## src/rtl/l1d_params.svh

```systemverilog
`ifndef L1D_PARAMS_SVH
`define L1D_PARAMS_SVH

// cpu side address split
`define L1D_TAG_W       8
`define L1D_INDEX_W     2

// cache geometry, one word per line
`define L1D_SETS        4
`define L1D_WAYS        2
`define L1D_DATA_W      32

// l2 address split, index is {tag[2:0], set index}
`define L2_INDEX_W      5
`define L2_TAG_W        5

// cycles from strobe to ready
`define L2_LATENCY      4

`endif

```

## src/rtl/l1d_pkg.sv

```systemverilog
`include "l1d_params.svh"

package l1d_pkg;

    typedef logic [`L1D_TAG_W-1:0]   tag_t;
    typedef logic [`L1D_INDEX_W-1:0] index_t;
    typedef logic [`L1D_DATA_W-1:0]  data_t;

    typedef logic [`L2_INDEX_W-1:0]  l2_index_t;
    typedef logic [`L2_TAG_W-1:0]    l2_tag_t;

    // {set index, way}
    typedef logic [`L1D_INDEX_W:0]   line_t;

    typedef enum logic [1:0] {
        s_idle,
        s_compare,
        s_write_back,
        s_allocate
    } ctrl_state_t;

    typedef struct packed {
        tag_t   tag;
        index_t index;
        logic   read;
        logic   write;
        data_t  wdata;
    } cpu_req_t;

endpackage

```

## src/rtl/l1d_controller.sv

```systemverilog
`timescale 1ns/1ps
`include "l1d_params.svh"

module l1d_controller (
    input  logic                clk,
    input  logic                nrst,
    input  l1d_pkg::cpu_req_t   req,
    input  logic                flush,
    input  logic                l2_ready,
    output logic                stall,
    output logic                refill,
    output logic                update,
    output logic                read_l2,
    output logic                write_l2,
    output logic                miss,
    output l1d_pkg::l2_index_t  l2_index,
    output l1d_pkg::l2_tag_t    l2_tag,
    output l1d_pkg::line_t      line
);

    localparam int LINES = `L1D_SETS * `L1D_WAYS;
    localparam int LOW_W = `L1D_TAG_W - `L2_TAG_W;   // tag bits that go into the l2 index

    l1d_pkg::ctrl_state_t state;
    l1d_pkg::ctrl_state_t next_state;

    l1d_pkg::tag_t        tag_arr [LINES];
    l1d_pkg::tag_t        victim_tag;
    l1d_pkg::line_t       line0;
    l1d_pkg::line_t       line1;
    logic [LINES-1:0]     valid;
    logic [LINES-1:0]     dirty;
    logic [`L1D_SETS-1:0] lru;    // way to replace next

    logic way_q;
    logic check;      // holds the chosen way across a refill
    logic hit;
    logic first;      // first compare cycle of a request
    logic match0;
    logic match1;
    logic fill_done;

    assign line0 = {req.index, 1'b0};
    assign line1 = {req.index, 1'b1};
    assign line  = {req.index, way_q};

    assign match0 = valid[line0] && (req.tag == tag_arr[line0]);
    assign match1 = valid[line1] && (req.tag == tag_arr[line1]);

    assign first     = (state == l1d_pkg::s_compare) && !hit && !miss;
    assign fill_done = (state == l1d_pkg::s_allocate) && l2_ready;

    assign stall    = (state != l1d_pkg::s_idle);
    assign read_l2  = (state == l1d_pkg::s_allocate);
    assign write_l2 = (state == l1d_pkg::s_write_back);

    // write-back uses the victim's address and allocate the request's
    assign victim_tag = tag_arr[line];
    assign l2_tag   = write_l2 ? victim_tag[`L1D_TAG_W-1 -: `L2_TAG_W]
                               : req.tag[`L1D_TAG_W-1 -: `L2_TAG_W];
    assign l2_index = write_l2 ? {victim_tag[LOW_W-1:0], req.index}
                               : {req.tag[LOW_W-1:0], req.index};

    always_ff @(posedge clk or negedge nrst)
    begin
        if (!nrst)
            state <= l1d_pkg::s_idle;
        else
            state <= next_state;
    end

    always_comb
    begin
        next_state = state;
        case (state)
            l1d_pkg::s_idle:
                if (req.read || req.write)
                    next_state = l1d_pkg::s_compare;
            l1d_pkg::s_compare:
                if (hit)
                    next_state = l1d_pkg::s_idle;
                else if (miss)
                    // dirty victim goes back first on reads too
                    next_state = (valid[line] && dirty[line]) ? l1d_pkg::s_write_back
                                                              : l1d_pkg::s_allocate;
            l1d_pkg::s_write_back:
                if (l2_ready)
                    next_state = l1d_pkg::s_allocate;
            l1d_pkg::s_allocate:
                if (l2_ready)
                    next_state = l1d_pkg::s_compare;
            default:
                next_state = l1d_pkg::s_idle;
        endcase
    end

    always_ff @(posedge clk or negedge nrst)
    begin
        if (!nrst)
            check <= 1'b0;
        else if (state == l1d_pkg::s_allocate)
            check <= 1'b1;
        else if (state == l1d_pkg::s_idle)
            check <= 1'b0;
    end

    // way choice on entry to compare
    always_ff @(posedge clk or negedge nrst)
    begin
        if (!nrst)
            way_q <= 1'b0;
        else if (first && !check)
        begin
            if (!valid[line0] || match0)
                way_q <= 1'b0;
            else if (!valid[line1] || match1)
                way_q <= 1'b1;
            else
                way_q <= lru[req.index];
        end
    end

    // hit and miss are one-cycle results of the first compare cycle
    always_ff @(posedge clk or negedge nrst)
    begin
        if (!nrst)
        begin
            hit  <= 1'b0;
            miss <= 1'b0;
        end
        else if (first)
        begin
            hit  <= match0 || match1;
            miss <= !(match0 || match1);
        end
        else
        begin
            hit  <= 1'b0;
            miss <= 1'b0;
        end
    end

    always_ff @(posedge clk or negedge nrst)
    begin
        if (!nrst)
        begin
            refill <= 1'b0;
            update <= 1'b0;
        end
        else
        begin
            refill <= fill_done;
            update <= first && (match0 || match1) && req.write;   // lands with hit
        end
    end

    always_ff @(posedge clk or negedge nrst)
    begin
        if (!nrst)
            lru <= '0;
        else if ((state == l1d_pkg::s_compare) && hit)
            lru[req.index] <= !way_q;
    end

    always_ff @(posedge clk or negedge nrst)
    begin
        if (!nrst)
            dirty <= '0;
        else if (fill_done)
            dirty[line] <= 1'b0;
        else if (update)
            dirty[line] <= 1'b1;
    end

    // flush drops valid only
    always_ff @(posedge clk or negedge nrst)
    begin
        if (!nrst)
            valid <= '0;
        else if ((state == l1d_pkg::s_idle) && flush)
            valid <= '0;
        else if (fill_done)
            valid[line] <= 1'b1;
    end

    always_ff @(posedge clk)
    begin
        if (fill_done)
            tag_arr[line] <= req.tag;
    end

    a_req_onehot: assert property (@(posedge clk) disable iff (!nrst)
        !(req.read && req.write));

endmodule

```

## config.mk

```make
export PLATFORM = sky130hd
export DESIGN_NAME = l1d_controller
export DESIGN_NICKNAME = d
export VERILOG_FILES = /design/src/rtl/l1d_pkg.sv /design/src/rtl/l1d_controller.sv
export VERILOG_INCLUDE_DIRS = /design/src /design/src/rtl
export SDC_FILE = /design/constraint.sdc
export NUM_CORES = 1
export LEC_CHECK = 0
export BUFFER_PORTS_ARGS = -buffer_cell sky130_fd_sc_hd__buf_2
export CAP_MARGIN = 5
export CORE_MARGIN = 10
export CORE_UTILIZATION = 51
export CTS_CLUSTER_SIZE = 25
export DETAILED_ROUTE_END_ITERATION = 8
export HOLD_SLACK_MARGIN = 0.02
export PLACE_DENSITY = 0.84
export SLEW_MARGIN = 20
export SYNTH_ARGS = -nofsm -noshare
export SYNTH_HDL_FRONTEND = slang
export SYNTH_SLANG_ARGS = --single-unit
```

## constraint.sdc

```tcl
create_clock -name clk -period 2.35 [get_ports clk]
set_input_delay 0.235 -clock clk [delete_from_list [all_inputs] [get_ports clk]]
set_output_delay 0.235 -clock clk [all_outputs]
set_load 0.02 [all_outputs]
```

## Word-level counts from Yosys, hierarchy flattened

Memories as Yosys holds them, arrays and structs flattened.
Cells that the tools add are included.

- Flip-flop bits (word level): 28
- RAM bits: 64
- Word-level logic and storage cells: 96
- Memories kept: 1

Memories:

| memory | depth | width | read ports | clocked after Yosys merged registers in | write ports | RTL line | text |
|---|---|---|---|---|---|---|---|
| tag_arr | 8 | 8 | 3 | 0 | 1 | l1d_controller.sv:27 | `l1d_pkg::tag_t tag_arr [LINES];` |

- Order comparisons: 6
- Eq/ne operators: 9
- Muxes and demuxes: 36
- Bitwise gates (word level): 4
- Reduce and logical (&&, ||, !) cells: 30

Operators with widths:

| operator | number |
|---|---|
| 8-bit two-way mux | 4 |
| 8-bit equality test | 2 |
| 1-bit two-way mux | 16 |
| 8-bit bitwise OR | 2 |
| 1-bit logical AND | 13 |
| 3-bit by 4-bit less-than comparator with 1-bit output, second input constant | 3 |
| 2-bit two-way mux | 5 |
| 5-bit two-way mux | 2 |
| 8-bit bitwise AND | 1 |
| 8-bit NOT | 1 |
| 2-bit one-hot mux with 4 select lines | 1 |
| 2-bit nonzero test | 4 |
| 1-bit logical NOT | 7 |
| 1-bit binary-select mux with 2-bit select | 3 |
| 1-bit binary-select mux with 3-bit select | 2 |
| 2-bit != test, second input constant | 3 |
| 4-bit bitwise mux | 1 |
| 2-bit equality test, second input constant | 2 |
| 1-bit logical OR | 4 |
| 4-bit AND reduction | 1 |
| 1-bit demux with 3-bit select | 1 |
| 3-bit by 1-bit greater-or-equal comparator with 1-bit output, second input constant | 1 |
| 2-bit by 3-bit less-than comparator with 1-bit output, second input constant | 1 |
| 3-bit != test, second input constant | 1 |
| 4 further kinds | 4 |

## Longest topological paths before layout

- Word-level depth: 7
- Gate-level depth with buffers: 8
- Depth with buffers taken out: 7

## Worst setup path after synthesis

Ideal clock, no wire load.

- Path type: flip-flop to flip-flop
- Start: register way_q
- End: memory tag_arr[1][0] in the netlist's numbering (enable)
- Setup time: 0.388 ns
- Arrival: 1.844 ns
- Required time: 1.962 ns
- Slack: 0.117 ns
- Cell stages (with the launch flop): 5
- Period minus slack after synthesis: 2.233 ns
- Path through: dfrtp_1 clkbuf_1 clkbuf_1 nand2_1 nor3_1

RTL lines:

| element | RTL line | text |
|---|---|---|
| start, declared | l1d_controller.sv:35 | `logic way_q;` |
| start signal, assigned | l1d_controller.sv:119 | `way_q <= lru[req.index];` |
| end, declared | l1d_controller.sv:27 |  |

Straight into the memory's write port.

## Worst setup path in the final report

- Start: register way_q
- End: output l2_tag[1]

- Longest elaborated chain between the ends: 2

Ends and longest elaborated chain:

| element | RTL line | text |
|---|---|---|
| memory read 8 x 8 bit | - |  |
| 5-bit two-way mux | l1d_controller.sv:59 | `` assign l2_tag = write_l2 ? victim_tag[`L1D_TAG_W-1 -: `L2_TAG_W] `` |
| end, declared | l1d_controller.sv:17 | `output l1d_pkg::l2_tag_t l2_tag,` |

Every way passes these cells.

==> impl_metrics.toml <==
[worst_setup_path]
highest_fanout_seen_on_the_critical_path = 24
worst_ep_required_time_ns = 2.12
timing.critical_path.to_type = "primary output"
ff2ff_setup_slack_ns = 0.19
critical_path_class = "reg -> out"
worst_ep_arrival_time_ns = 1.99
critical_path.reg2reg.startpoint = "tag_arr[1][0]$_DFFE_PP_"
r2r_end = "miss$_DFF_PN0_"
rr_worst_depth = 6
critical_path.endpoint = "l2_tag[1]"
worstSetupStartpointType = "register"
start_point_of_the_critical_path = "way_q$_DFFE_PN0P_"

[floorplan]
die_area_sq_um = 12400
initial_core_util_pct = 52.2
dieHeight_um = 111
coreArea_sq_um = 8180
fp.dieW_um = 111
floorplan.io_pins = 67
placement_rows = 33

[cts]
htree_num_levels = 3
post_cts.repair.setup_buffers = 0
clock_transition_time_at_the_flip_flop_clock_pins_of_the_worst_setup_and_hold_paths_ns = 0.09
latest_clock_arrival_within_the_worst_skew_pair_ns = 0.36
cts_tree = "yes"
clock_sink_count = 92
root_buffer = "clkbuf_8"
ctsLongestPathBuffers = 2
number_of_buffers_inserted_during_clock_tree_synthesis = 9

[sta]
fmaxAchievable_mhz = 449
setup_repair_after_global_routing_missed_its_margin = "no"
report.final.setup_viol = 0
hold_slack_ns = 0.114
timing.max_slew.rel_slack_pct = 56.8
finalCritPeriodShare_pct = 94.8
layout_setup_ws_ns = 0.122
finalHoldViolCount = 0
finClkSkew_ns = 0.0154
tightest_slew_ns = 0.649
min_period_ns = 2.23
timing_max_transition_violations_final = 0
final.setup.tns_ns = 0

[yosys]
synth-simple-area-share_pct = 7.75
sequential_area_share_after_synthesis_pct = 61.5
synth_ff_type = "edfxtp_1"
async_s_r_ff_share_synth_pct = 30.4
synth_nets = 345
synth_adder_area_share_pct = 1.17
synth_edf_count = 64
synthDistinctLibCells = 42
synth_cells = 293
combinational_family_with_the_most_area_after_synthesis = "multiplexers"
synthXorXnorAreaFrac_pct = 3.29
postSynthRegisterBits = 92
synthesized_area_fraction_occupied_by_ao_oa_aoi_and_oai_cells_pct = 8.04
synth.cell_area_sq_um = 4260
synth-warning-count = 0
muxShareOfSynthArea_pct = 15.0
postSynthAreaPerCell_sq_um = 14.6

[global_routing]
via_count_of_the_first_global_routing_pass = 2745
antenna_violations_before_repair = 0
global_route.overflow_total = 0
maximum_number_of_pins_on_one_net_before_global_route_repair = 31
grt_pass1_wl_um = 14600
grt_util_all_layers_pct = 14.7

[placed_design]
placedCellCount = 432
finalWeightedCongestion = 0.796
placedInstanceArea_sq_um = 4640
preCtsSetupSlack_ns = 0.0444
port-buffer-count = 34
dp_hpwl_um = 6230

[pwr]
comb_power_share_pct = 24.2
net-switching-power_w = 0.00120
power.switching_fraction_pct = 31.0
power.ir.vdd_worst_mv = 0.313
power.density_cell_area_nw_per_um2 = 799
leakage_nw = 1.84
power_frac_clock_pct = 26.0
internal_power_w = 0.00267
pwr-share-seq_pct = 49.9

[detailed_routing]
viasPerCell = 5.99
drt-initial-drc-count = 327
wl_per_cell_um = 20.4
drt_pass1_iterations = 4
postRouteAntennaNets = 0
num_vias = 2688
drc = 0
wirelength_um = 9160

[finish]
finished_layout_cell_area_sq_um = 4840
syn_to_final_growth_pct = 13.4
nFillCells = 608
finish.cell_count_without_fillers = 449
post_layout_nets = 391
antenna_cells = 0
layout-drive-gt1-share_pct = 28.5

[min_path]
hold_path_depth = 3
holdCritPathClass = "in -> reg"

[outcome]
outcome = "completed"

[flow_run]
cap_viol_max_count = 0
==> layout by cell type, fill, tap and decap left out, types with 2 or more instances in the layout <==
cell type  instances
edfxtp_1          64
buf_2             34
dfrtp_1           28
nor2_1            25
mux4_2            21
nand2_1           18
buf_4             17
a31oi_1           11
a21oi_1           10
clkbuf_8           9
xor2_1             8
xnor2_1            8
o21a_1             8
mux2i_1            7
inv_1              6
o21ai_1            5
nor3_1             5
mux2_2             4
nand2b_1           4
nor2b_1            4
o31ai_1            4
nand3b_1           3
a22o_1             3
o21ai_0            3
ha_1               3
inv_6              3
buf_12             3
mux4_1             2
nor4_1             2
nand3_1            2
nand4_1            2
o211ai_1           2
inv_8              2
==> worst min-delay path by stage <==
stage	slack, ns	from	endpoint
2_1_floorplan	-0.06	nrst	asynchronous set/reset pin
3_3_place_gp	0.27	nrst	valid[6]$_DFFE_PN0P_
3_5_place_dp	0.29	nrst	valid[4]$_DFFE_PN0P_
4_1_cts	0.11	req[32]	update$_DFF_PN0_
5_1_grt	0.10	req[32]	update$_DFF_PN0_
6_report	0.11	req[32]	update$_DFF_PN0_
==> state kept, by name, indices dropped and copies added (netlist names), named ones only <==
name	count
tag_arr	64
refill	1
valid	8
miss	1
hit	1
state	2
update	1
lru	4
check	1
way_q	1
==> cell usage after synthesis (2+ instances only) <==
cell      count  area share [%]
edfxtp_1     64              45
dfrtp_1      28              16
nor2_1       25             2.2
mux4_2       21              11
nand2_1      18             1.6
a31oi_1      11             1.6
a21oi_1      10             1.2
o21a_1        8             1.4
xnor2_1       8             1.6
xor2_1        8             1.6
mux2i_1       7             1.6
inv_1         6            0.53
buf_2         5            0.59
buf_4         5            0.88
clkbuf_1      5            0.44
nor3_1        5            0.59
o21ai_1       5            0.59
ha_1          4             1.2
mux2_2        4             1.1
nand2b_1      4            0.59
nor2b_1       4            0.59
o31ai_1       4            0.70
a22o_1        3            0.62
buf_1         3            0.26
nand3b_1      3            0.53
o21ai_0       3            0.35
buf_6         2            0.53
mux4_1        2             1.2
nand3_1       2            0.23
nand4_1       2            0.29
nor4_1        2            0.29
o211ai_1      2            0.35
==> critical path, cell delays in order (launching register included) <==
cell	delay, ns
dfrtp_1	0.41
buf_12	0.19
mux2_2	0.35
a22o_1	0.18
a21oi_1	0.22
a31oi_1	0.11
buf_2	0.19
==> kinds of logic after synthesis <==
family,after synthesis
DFF,92
AOI/OAI and AO/OA,52
xor gates and xnor gates,16
adders and majority gates,4
and+or+nand+nor,69
muxes,34
buffers and inverters,26
==> what timing repair did <==
action / 4_1_cts / 5_1_grt
setup endpoints to repair: 3 / 0
endpoints found under the hold margin: 28 / 0
hold buffers: 1 / 0
gates resized for setup: 1 / 0
==> cell type report <==
| class | count | area (sq um) | area share, % |
|---|---|---|---|
| Multi-Input combinational cell | 175 | 1510 | 31.1 |
| Inverter | 6 | 22.5 | 0.466 |
| Timing Repair Buffer | 55 | 368 | 7.60 |
| Sequential cell | 92 | 2620 | 54.2 |
| Tap cell | 105 | 131 | 2.72 |
| Clock inverter | 7 | 62.6 | 1.29 |
| Clock buffer | 9 | 124 | 2.56 |
==> power by group through the flow <==
stage / sequential, W / clock [W] / combinational, W
final: 0.00193 / 0.00100 / 0.000934
after global placement: 0.00195 / 0 / 0.000910
after detailed placement: 0.00196 / 0 / 0.000932
after floorplan: 0.00196 / 0 / 0.000631
after global routing: 0.00194 / 0.00110 / 0.00102
after CTS: 0.00193 / 0.00102 / 0.000943
==> per-layer routing <==
metal	part of all wire, %	up-vias	wire length [um]	track usage, %
li1	-	1208	-	-
met4	3.0	0	274	7.46
met1	39	1354	3580	18.0
met3	6.2	21	568	2.95
met2	52	105	4740	24.3
met5	0	-	0	0
==> metrics by stage <==
step	utilization, %	total power [W]
after floorplan	-	0.00259
after global placement	56.7	0.00286
after detailed placement	56.7	0.00290
after CTS	59.2	0.00389
after global routing	59.2	0.00406
final	59.2	0.00387
Power figures use the tool's default switching activity.
