### src/rtl/l1d_params.svh
`ifndef L1D_PARAMS_SVH
`define L1D_PARAMS_SVH

// cpu side address split
`define L1D_TAG_W       8
`define L1D_INDEX_W     2

// cache geometry, one word per line
`define L1D_SETS        4
`define L1D_WAYS        2
`define L1D_DATA_W      32

// l2 address split, index is {tag[2:0], set index}
`define L2_INDEX_W      5
`define L2_TAG_W        5

// cycles from strobe to ready
`define L2_LATENCY      4

`endif

### src/rtl/l1d_pkg.sv
`include "l1d_params.svh"

package l1d_pkg;

    typedef logic [`L1D_TAG_W-1:0]   tag_t;
    typedef logic [`L1D_INDEX_W-1:0] index_t;
    typedef logic [`L1D_DATA_W-1:0]  data_t;

    typedef logic [`L2_INDEX_W-1:0]  l2_index_t;
    typedef logic [`L2_TAG_W-1:0]    l2_tag_t;

    // {set index, way}
    typedef logic [`L1D_INDEX_W:0]   line_t;

    typedef enum logic [1:0] {
        s_idle,
        s_compare,
        s_write_back,
        s_allocate
    } ctrl_state_t;

    typedef struct packed {
        tag_t   tag;
        index_t index;
        logic   read;
        logic   write;
        data_t  wdata;
    } cpu_req_t;

endpackage

### src/rtl/l1d_data_array.sv
`timescale 1ns/1ps
`include "l1d_params.svh"

module l1d_data_array (
    input  logic            clk,
    input  logic            nrst,
    input  l1d_pkg::line_t  line,
    input  logic            refill,
    input  logic            update,
    input  l1d_pkg::data_t  refill_data,
    input  l1d_pkg::data_t  cpu_wdata,
    output l1d_pkg::data_t  rdata
);

    localparam int LINES = `L1D_SETS * `L1D_WAYS;

    l1d_pkg::data_t words [LINES];

    always_ff @(posedge clk or negedge nrst)
    begin
        if (!nrst)
        begin
            for (int i = 0; i < LINES; i++)
                words[i] <= '0;
        end
        else if (refill)
            words[line] <= refill_data;     // line fill from l2
        else if (update)
            words[line] <= cpu_wdata;       // write hit
    end

    // cpu read data and write-back data share this port
    assign rdata = words[line];

    a_line_known: assert property (@(posedge clk) disable iff (!nrst)
        (refill || update) |-> !$isunknown(line));

    // refill has priority above, so an update in the same cycle would be lost
    a_refill_update: assert property (@(posedge clk) disable iff (!nrst)
        !(refill && update));

endmodule

### config.mk
export PLATFORM = sky130hd
export DESIGN_NAME = l1d_data_array
export DESIGN_NICKNAME = d
export VERILOG_FILES = /design/src/rtl/l1d_pkg.sv /design/src/rtl/l1d_data_array.sv
export VERILOG_INCLUDE_DIRS = /design/src /design/src/rtl
export SDC_FILE = /design/constraint.sdc
export NUM_CORES = 1
export LEC_CHECK = 0
export BUFFER_PORTS_ARGS = -buffer_cell sky130_fd_sc_hd__buf_2
export CAP_MARGIN = 10
export CORE_ASPECT_RATIO = 0.9
export CORE_MARGIN = 3
export CORE_UTILIZATION = 54
export DETAILED_ROUTE_END_ITERATION = 7
export GPL_TIMING_DRIVEN = 1
export HOLD_SLACK_MARGIN = 0.06
export PLACE_DENSITY = 0.77
export SETUP_SLACK_MARGIN = 0.1
export SLEW_MARGIN = 20
export SYNTH_ARGS = -nofsm -noshare
export SYNTH_HDL_FRONTEND = slang
export SYNTH_SLANG_ARGS = --single-unit
### constraint.sdc
create_clock -name clk -period 1.3 [get_ports clk]
set_input_delay 0.065 -clock clk [delete_from_list [all_inputs] [get_ports clk]]
set_output_delay 0.065 -clock clk [all_outputs]
set_load 0.02 [all_outputs]
* Yosys cells after proc, flatten, opt, wreduce, memory -nomap -nowiden
Index checks and enable logic that the tools add are counted.
** Word-level totals
- Memory bits (writable) :: 0
- Output and inout bits :: 32
- Logic and storage cells :: 22
- Latch bits :: 0
- Bits in read-only memories :: 0
- Memories :: 0
- Register bits after elaboration :: 256
- Bits of input ports :: 71
** Cells by class
- Bitwise logic cells :: 1
- Shift operators :: 0
- Muxes and demuxes :: 9
- Magnitude comparators :: 2
- Multiply operators :: 0
- Eq/ne operators :: 0
- Add/sub/neg operators :: 0
- Reduce and logical (&&, ||, !) cells :: 2
- Div/mod/pow operators :: 0
** Operators with widths (count)
- bitwise mux 256 bit :: 2
- 2-to-1 mux 256 bit :: 2
- binary-select mux 32 bit (select 3 bit) :: 1
- demux 32 bit (select 3 bit) :: 1
- 2-to-1 mux 32 bit :: 3
- greater-or-equal comparator 4 bit, second input constant :: 1
- less-than comparator 4 x 1 -> 1 bit, second input constant :: 1
- inverter 3 -> 4 bit :: 1
- nonzero test 2 bit :: 1
- logical AND 1 bit :: 1

* Depth between registers and ports, before layout
Gate-level depths: netlist of run 1.
- Depth in word-level cells :: 8
- Mapped depth :: 6
- Depth with buffers taken out :: 3

* Worst setup path before layout of run 1
Ideal clock, no wire load.
- Path type :: in2reg
- Start point :: input line[2]
- End point :: register words[100] in the netlist's numbering
- Setup time :: 125 ps
- Stages :: 5
- Slack :: -26 ps
- Path buffers :: 2
- Data required time :: 1175 ps
- Arrival time :: 1201 ps
- Path through :: buf_4 and2b_2 nor3b_4 buf_6 mux2_2
** On the way
- Cells in the longest elaborated chain, start to end :: 8
- Elaborated cells on any way between the ends :: 10
- Those cells by class :: order compare (2); mux (6); bitwise (1); reduce/logical (1)
** Ends and longest elaborated chain
- start, declared :: line l1d_data_array.sv:7 : input l1d_pkg::line_t line,
- inverter 3 -> 4 bit (not written as such) (*) :: line l1d_data_array.sv:27, l1d_data_array.sv:29
- greater-or-equal comparator 4 bit (not written as such) or less-than comparator 4 x 1 -> 1 bit (tied branches) :: line l1d_data_array.sv:27, l1d_data_array.sv:29
- logical AND 1 bit (not written as such) :: line l1d_data_array.sv:27, l1d_data_array.sv:29
- 2-to-1 mux 32 bit (not written as such) :: line l1d_data_array.sv:27, l1d_data_array.sv:29
- demux 32 bit (select 3 bit) (*) :: line l1d_data_array.sv:27, l1d_data_array.sv:29
- bitwise mux 256 bit :: line l1d_data_array.sv:29 : words[line] <= cpu_wdata;
- 2-to-1 mux 256 bit :: line l1d_data_array.sv:28 : else if (update)
- 2-to-1 mux 256 bit (*) :: line l1d_data_array.sv:26 : else if (refill)
- end signal, assigned by index :: line l1d_data_array.sv:27 : words[line] <= refill_data;
- end signal, assigned by index :: line l1d_data_array.sv:29
- end, declared :: line l1d_data_array.sv:17 : l1d_pkg::data_t words [LINES];
Every way passes the cells marked *; elsewhere a longest branch is shown, timed or not. The select of a mux whose other input is x is not followed.
A chain may end at the register's enable or synchronous reset.

* Worst setup path in the final report of run 1
- Start point :: register words[116] in the netlist's numbering
- End point :: output rdata[20]
** On the way
- Cells in the longest elaborated chain, start to end :: 3
** Ends and longest elaborated chain
- binary-select mux 32 bit (select 3 bit) :: line l1d_data_array.sv:33 : assign rdata = words[line];
- 2-to-1 mux 32 bit (not written as such) (2 in series) :: line l1d_data_array.sv:33
- end, declared :: line l1d_data_array.sv:12 : output l1d_pkg::data_t rdata
Every way passes these cells. The select of a mux whose other input is x is not followed.

==> results.yml, run 1 <==
status:
  status: "complete, but fails checks"
  failed_checks: "negative setup slack"
sta:
  max_freq_ghz: 0.519
  setup_viol: 32
  relSlewSlack: 0.699
  finalCriticalPeriod_ns: 1.93
  hold-worst-slack_ns: 0.0535
  max_slew.worst_pin.slew_ns: 0.452
  fin_ws_ns: -0.629
  skew_ns: 0
  slew_violations: 0
  hold_viol: 0
  fin_crit_sh: 1.48
  rsz0062_at_grt: "true"
synth:
  avgSynthCellArea_um2: 17.3
  synth_cell_types: 28
  synth_fa_ha_area_frac: 0
  yosys_warnings: 0
  synth-seq-cells: 256
  synth_compound_area_frac: 0.00511
  synth_cells: 706
  synth_mux_area_frac: 0.427
  synth_area_um2: 12200
  syn-num-nets: 777
  synth_xor_area_frac: 0
  yosys.area_share.simple: 0.0134
  synth_top_family_by_area: "multiplexers"
  ys_seq_area_frac: 0.523
finish:
  largest_reg_flops: 256
  final_common_cell: "mux2_2"
  regMostFlops: "words"
  multi_input_comb_area_um2: 5460
  regArea_um2: 6410
  reg_top3: "words x256"
  syn_to_final_growth_pct: 27.5
  n_antenna_cell: 0
  fillCellCount: 1389
  layout_common_cells: "260 x mux2_2, 256 x dfrtp_1, 91 x buf_4, 66 x dlygate4sd3_1, 66 x buf_2"
  post_route_cells_drive_above_1_share: 0.651
  fin_nets: 1033
clock_tree:
  cts_tree: "built"
  clock_latency_ns: 0.54
  clockBufferDepth: 3
  cts_root_buf: "clkbuf_16"
  clk_pin_slew_worst_paths_ns: 0.06
  clock-sinks: 256
  cts_inserted_buffers: 27
  cts_max_level: 1
worst_hold_path:
  hold_class: "in -> async"
floorplanning:
  die_h_um: 149
  ios: 103
  rows: 51
  die_area_um2: 24500
  die_w_um: 165
  initial_core_util: 0.558
  coreArea_um2: 22000
route:
  met2WireLength_um: 14400
  wl_met1_um: 12300
  via_per_inst: 5.75
  antenna_left: 0
  highest-signal-layer: "met4"
  wl_met3_um: 1300
  wl_per_cell_um: 22.6
  initialDrtViolationCount: 399
  firstDrtPassIters: 4
  remaining_drc_errors: 0
  vias: 7311
  routed_wl_um: 28700
grt:
  grt_pass1_vias: 8190
  gr-total-overflow: 0
  antenna_found_initial: 0
  grt_pass1_wl_um: 45400
  gr-usage-all-layers: 0.237
  grt_max_degree: 51
setup_path:
  r2r_slack_ns: 0.28
  cp_max_fo: 2
  critPathKind: "reg -> out"
  r2r-start: "words[72]$_DFFE_PN0P_"
  cp.required_ns: 1.24
  worst_ep_arrival_time_ns: 1.86
  worstSetupStartpointType: "register"
  worst_r2r_endpoint: "words[72]$_DFFE_PN0P_"
  rr_worst_depth: 3
  cp-end-kind: "output pin"
pwr:
  p_int_mw: 19.1
  swShare: 0.255
  seqPwrFrac: 0.426
  combPwrFrac: 0.258
  clkPwrFrac: 0.316
  ir_worst_vdd_uv: 974
  p_leak_nw: 6.80
  power.switching_mw: 6.56
  power.density_nw_per_um2: 1650
place:
  hpwl_um: 17600
  io_buffers: 102
  gp_congestion: 0.749
  dp_slack_ns: -0.359
run:
  cap_violations: 0
-- synth_stat cells --
cell type	count	area (um^2)
mux2_2	312	3510
dfrtp_1	256	6410
mux4_1	58	1520
buf_2	18	90.1
buf_6	16	180
buf_4	11	82.6
mux2_1	8	90.1
mux4_2	4	90.1
nor3_4	2	32.5
nor3b_1	2	15.0
nor3b_4	2	37.5
a2bb2oi_1	1	8.76
a31oi_1	1	6.26
and2b_2	1	8.76
and3_1	1	6.26
buf_1	1	3.75
buf_12	1	20.0
clkbuf_1	1	3.75
mux2i_1	1	10.0
nand2b_4	1	13.8
nand3b_2	1	11.3
nor2_2	1	6.26
nor2_4	1	11.3
nor4_4	1	21.3
o2111ai_4	1	26.3
o211ai_1	1	7.51
o21ai_0	1	5.00
o21ai_2	1	8.76
-- through the flow --
| stage | instances | TNS [ns] | instance area [um^2] | total power [mW] | utilization |
|---|---|---|---|---|---|
| 6_report | 1271 | -18.38 | 15600 | 25.7 | 0.711 |
| 5_1_grt | 1271 | -19.76 | 15600 | 26.8 | 0.711 |
| 4_1_cts | 1251 | -18.82 | 15500 | 25.6 | 0.704 |
| 3_5_place_dp | 1110 | -50.82 | 13600 | 16.4 | 0.619 |
| 3_3_place_gp | 1110 | -47.45 | 13600 | 16.0 | 0.619 |
| 2_1_floorplan | 706 | 0 | 12500 | 14.7 | - |
-- repair_timing --
action / CTS / global route
setup buffers: 28 / 20
resized for setup: 103 / 3
hold buffers: 66 / 0
setup endpoints to repair: 32 / 32
pin swaps: 2 / 1
hold endpoints to repair: 511 / 0
-- worst max-delay path, stage by stage (launching register included) --
cell and delay (ns):
dfrtp_1 0.42, mux4_2 0.48, mux2_4 0.30, buf_6 0.13
-- routing by layer --
metal,global-route usage,vias up
met1,0.322,3870
met3,0.0375,57
li1,-,3165
met2,0.404,219
met4,0.0600,0
met5,0,-
-- kinds of logic (layout without fill, tap and decap cells) --
family,Yosys count,after routing
multiplexers,383,383
flip-flops,256,256
buffers and inverters,48,322
AND/OR/NAND/NOR,13,13
AO/OA/AOI/OAI,6,6
-- final cells by class --
cell class | instances | share of cell area
flip-flops and latches | 256 | 0.410
multi-input cells | 402 | 0.349
repair buffers | 275 | 0.156
clock buffers | 40 | 0.0509
well taps | 291 | 0.0233
clock inverters | 7 | 0.00962
-- power by group through the flow --
stage	Combinational, mW	Clock (mW)	Sequential, mW
6_report	6.62	8.13	11.0
5_1_grt	7.06	8.58	11.1
4_1_cts	6.43	8.25	10.9
3_5_place_dp	5.44	0	11.0
3_3_place_gp	5.20	0	10.8
2_1_floorplan	4.14	0	10.5
-- worst max-delay path by stage --
stage | from | endpoint | slack, ns | cells past startpoint
after floorplan | line[0] | words[100]$_DFFE_PN0P_ | 0.04 | 5
final | words[116]$_DFFE_PN0P_ | rdata[20] | -0.63 | 3
after global routing | words[116]$_DFFE_PN0P_ | rdata[20] | -0.65 | 3
after CTS | words[116]$_DFFE_PN0P_ | rdata[20] | -0.65 | 3
after detailed placement | line[0] | rdata[21] | -0.36 | 5
after global placement | line[0] | rdata[21] | -0.34 | 5
Note: power is estimated with default switching activity, not from simulation.
==> run 2, diff against run 1 <==
--- a/config.mk
+++ b/config.mk
@@ -16,6 +16,7 @@
 export HOLD_SLACK_MARGIN = 0.06
 export PLACE_DENSITY = 0.77
 export SETUP_SLACK_MARGIN = 0.1
+export SKIP_CTS_REPAIR_TIMING = 1
 export SLEW_MARGIN = 20
 export SYNTH_ARGS = -nofsm -noshare
 export SYNTH_HDL_FRONTEND = slang
==> run 2 against run 1 <==
Net effect: the flow still finishes with violations (negative setup slack); non-clock buffer count decreased by 29; routed wire length fell by 0.50%; hold slack improved by 0.0029 ns; combinational power fell by 4.1%; sequential cell count is the same; total power shrank 1.0%; clock-buffer cell count unchanged; sequential power hardly changed; final cell count decreased by 2.2%; critical endpoint is now rdata[9]; largest cell class unchanged; highest routed layer unchanged.
==> results.yml, run 2 (synthesized netlist as in run 1, its figures left out) <==
finish:
  reg_top3: "words x256"
  final_common_cell: "mux2_2"
  largest_reg_flops: 256
  post_route_cells_drive_above_1_share: 0.646
  fillCellCount: 1414
  layout_common_cells: "259 x mux2_2, 256 x dfrtp_1, 67 x buf_4, 66 x buf_2, 62 x mux4_2"
  syn_to_final_growth_pct: 25.7
  regMostFlops: "words"
  fin_nets: 1004
  instances_no_fill: 1243
floorplanning:
  rows: 51
  coreArea_um2: 22000
  initial_core_util: 0.558
  ios: 103
  die_h_um: 149
  die_area_um2: 24500
  die_w_um: 165
setup_path:
  cp.required_ns: 1.24
  worst_ep_arrival_time_ns: 1.87
  crit_buf_inv: 1
  cp_max_fo: 2
  critPathKind: "reg -> out"
  cp-end-kind: "output pin"
  cp_slowest_stage_delay_ns: 0.51
  worstSetupStartpointType: "register"
  path_delay_family: "multiplexers"
  crit_chain: "mux4_2, mux2_4, buf_6"
  cpMaxStageDelayCell: "mux4_2"
worst_hold_path:
  hold_class: "in -> async"
sta:
  skew_ns: 0
  hold_viol: 0
  setup_viol: 32
  relSlewSlack: 0.691
  fin_ws_ns: -0.630
  fin_crit_sh: 1.48
  slew_violations: 0
  max_slew.worst_pin.slew_ns: 0.463
  finalCriticalPeriod_ns: 1.93
  rsz0062_at_grt: "true"
  max_freq_ghz: 0.518
route:
  vias: 7228
  via_per_inst: 5.81
  wl_met1_um: 12500
  firstDrtPassIters: 4
  antenna_left: 0
  wl_met3_um: 1060
  remaining_drc_errors: 0
  met2WireLength_um: 14400
  initialDrtViolationCount: 432
  routed_wl_um: 28500
  wl_per_cell_um: 23.0
  highest-signal-layer: "met4"
grt:
  grt_max_degree: 53
  antenna_found_initial: 0
  grt_pass1_vias: 7554
  gr-total-overflow: 0
  grt_pass1_wl_um: 42400
  gr-usage-all-layers: 0.222
place:
  dp_cells: 1110
  hpwl_um: 17600
  dp_slack_ns: -0.359
  gp_congestion: 0.749
  io_buffers: 102
pwr:
  power.total_mw: 25.4
  power.density_nw_per_um2: 1650
  ir_worst_vdd_uv: 976
  p_leak_nw: 6.67
clock_tree:
  cts_inserted_buffers: 27
  cts_tree: "built"
  clock-sinks: 256
  clock_latency_ns: 0.54
  cts_max_level: 1
  clockBufferDepth: 3
  clk_pin_slew_worst_paths_ns: 0.06
  cts_root_buf: "clkbuf_16"
status:
  failed_checks: "negative setup slack"
  status: "complete, but fails checks"
run:
  cap_violations: 0
==> run 2: final timing paths <==
path | slack, ns | start | endpoint | depth (start not counted)
max in group asynchronous | 0.65 | nrst | words[17]$_DFFE_PN0P_ | 3
min in group clk | 0.06 | cpu_wdata[16] | words[208]$_DFFE_PN0P_ | 3
setup reg to reg | 0.29 | words[221]$_DFFE_PN0P_ | words[221]$_DFFE_PN0P_ | 3
setup / recovery | -0.63 | words[9]$_DFFE_PN0P_ | rdata[9] | 3
hold / removal | 0.06 | nrst | words[179]$_DFFE_PN0P_ | 2
hold reg to reg | 0.49 | words[97]$_DFFE_PN0P_ | words[97]$_DFFE_PN0P_ | 1
==> run 2: area by class of cell <==
class,instances,area [um^2],share of cell area
antenna,1,2.50,0.000163
sequential,256,6410,0.416
clock buffer,40,795,0.0516
clock inverter,7,150,0.00976
tap,291,364,0.0237
multi-input combinational,402,5460,0.355
timing repair buffer,246,2210,0.144
==> run 2: stage by stage <==
stage / hold slack [ns] / util / TNS, ns / instance area (um^2)
floorplan: -0.231 / - / 0 / 12500
global placement: 0.0288 / 0.619 / -47.45 / 13600
detailed placement: 0.0293 / 0.619 / -50.82 / 13600
CTS: -0.535 / 0.662 / -20.39 / 14500
global route: 0.0647 / 0.701 / -19.75 / 15400
finish: 0.0564 / 0.701 / -18.42 / 15400
==> run 2: routing by layer <==
layer  GRT usage  up-vias
li1            -     3107
met1       0.304     3888
met2       0.385      179
met3      0.0305       54
met4      0.0482        0
met5           0        -
==> run 2: power by group <==
part	switching, mW	internal (mW)	total (mW)	leakage [nW]
clock	3.12	5.01	8.14	0.464
sequential	1.08	9.88	11.0	3.05
combinational	2.31	4.04	6.35	3.16
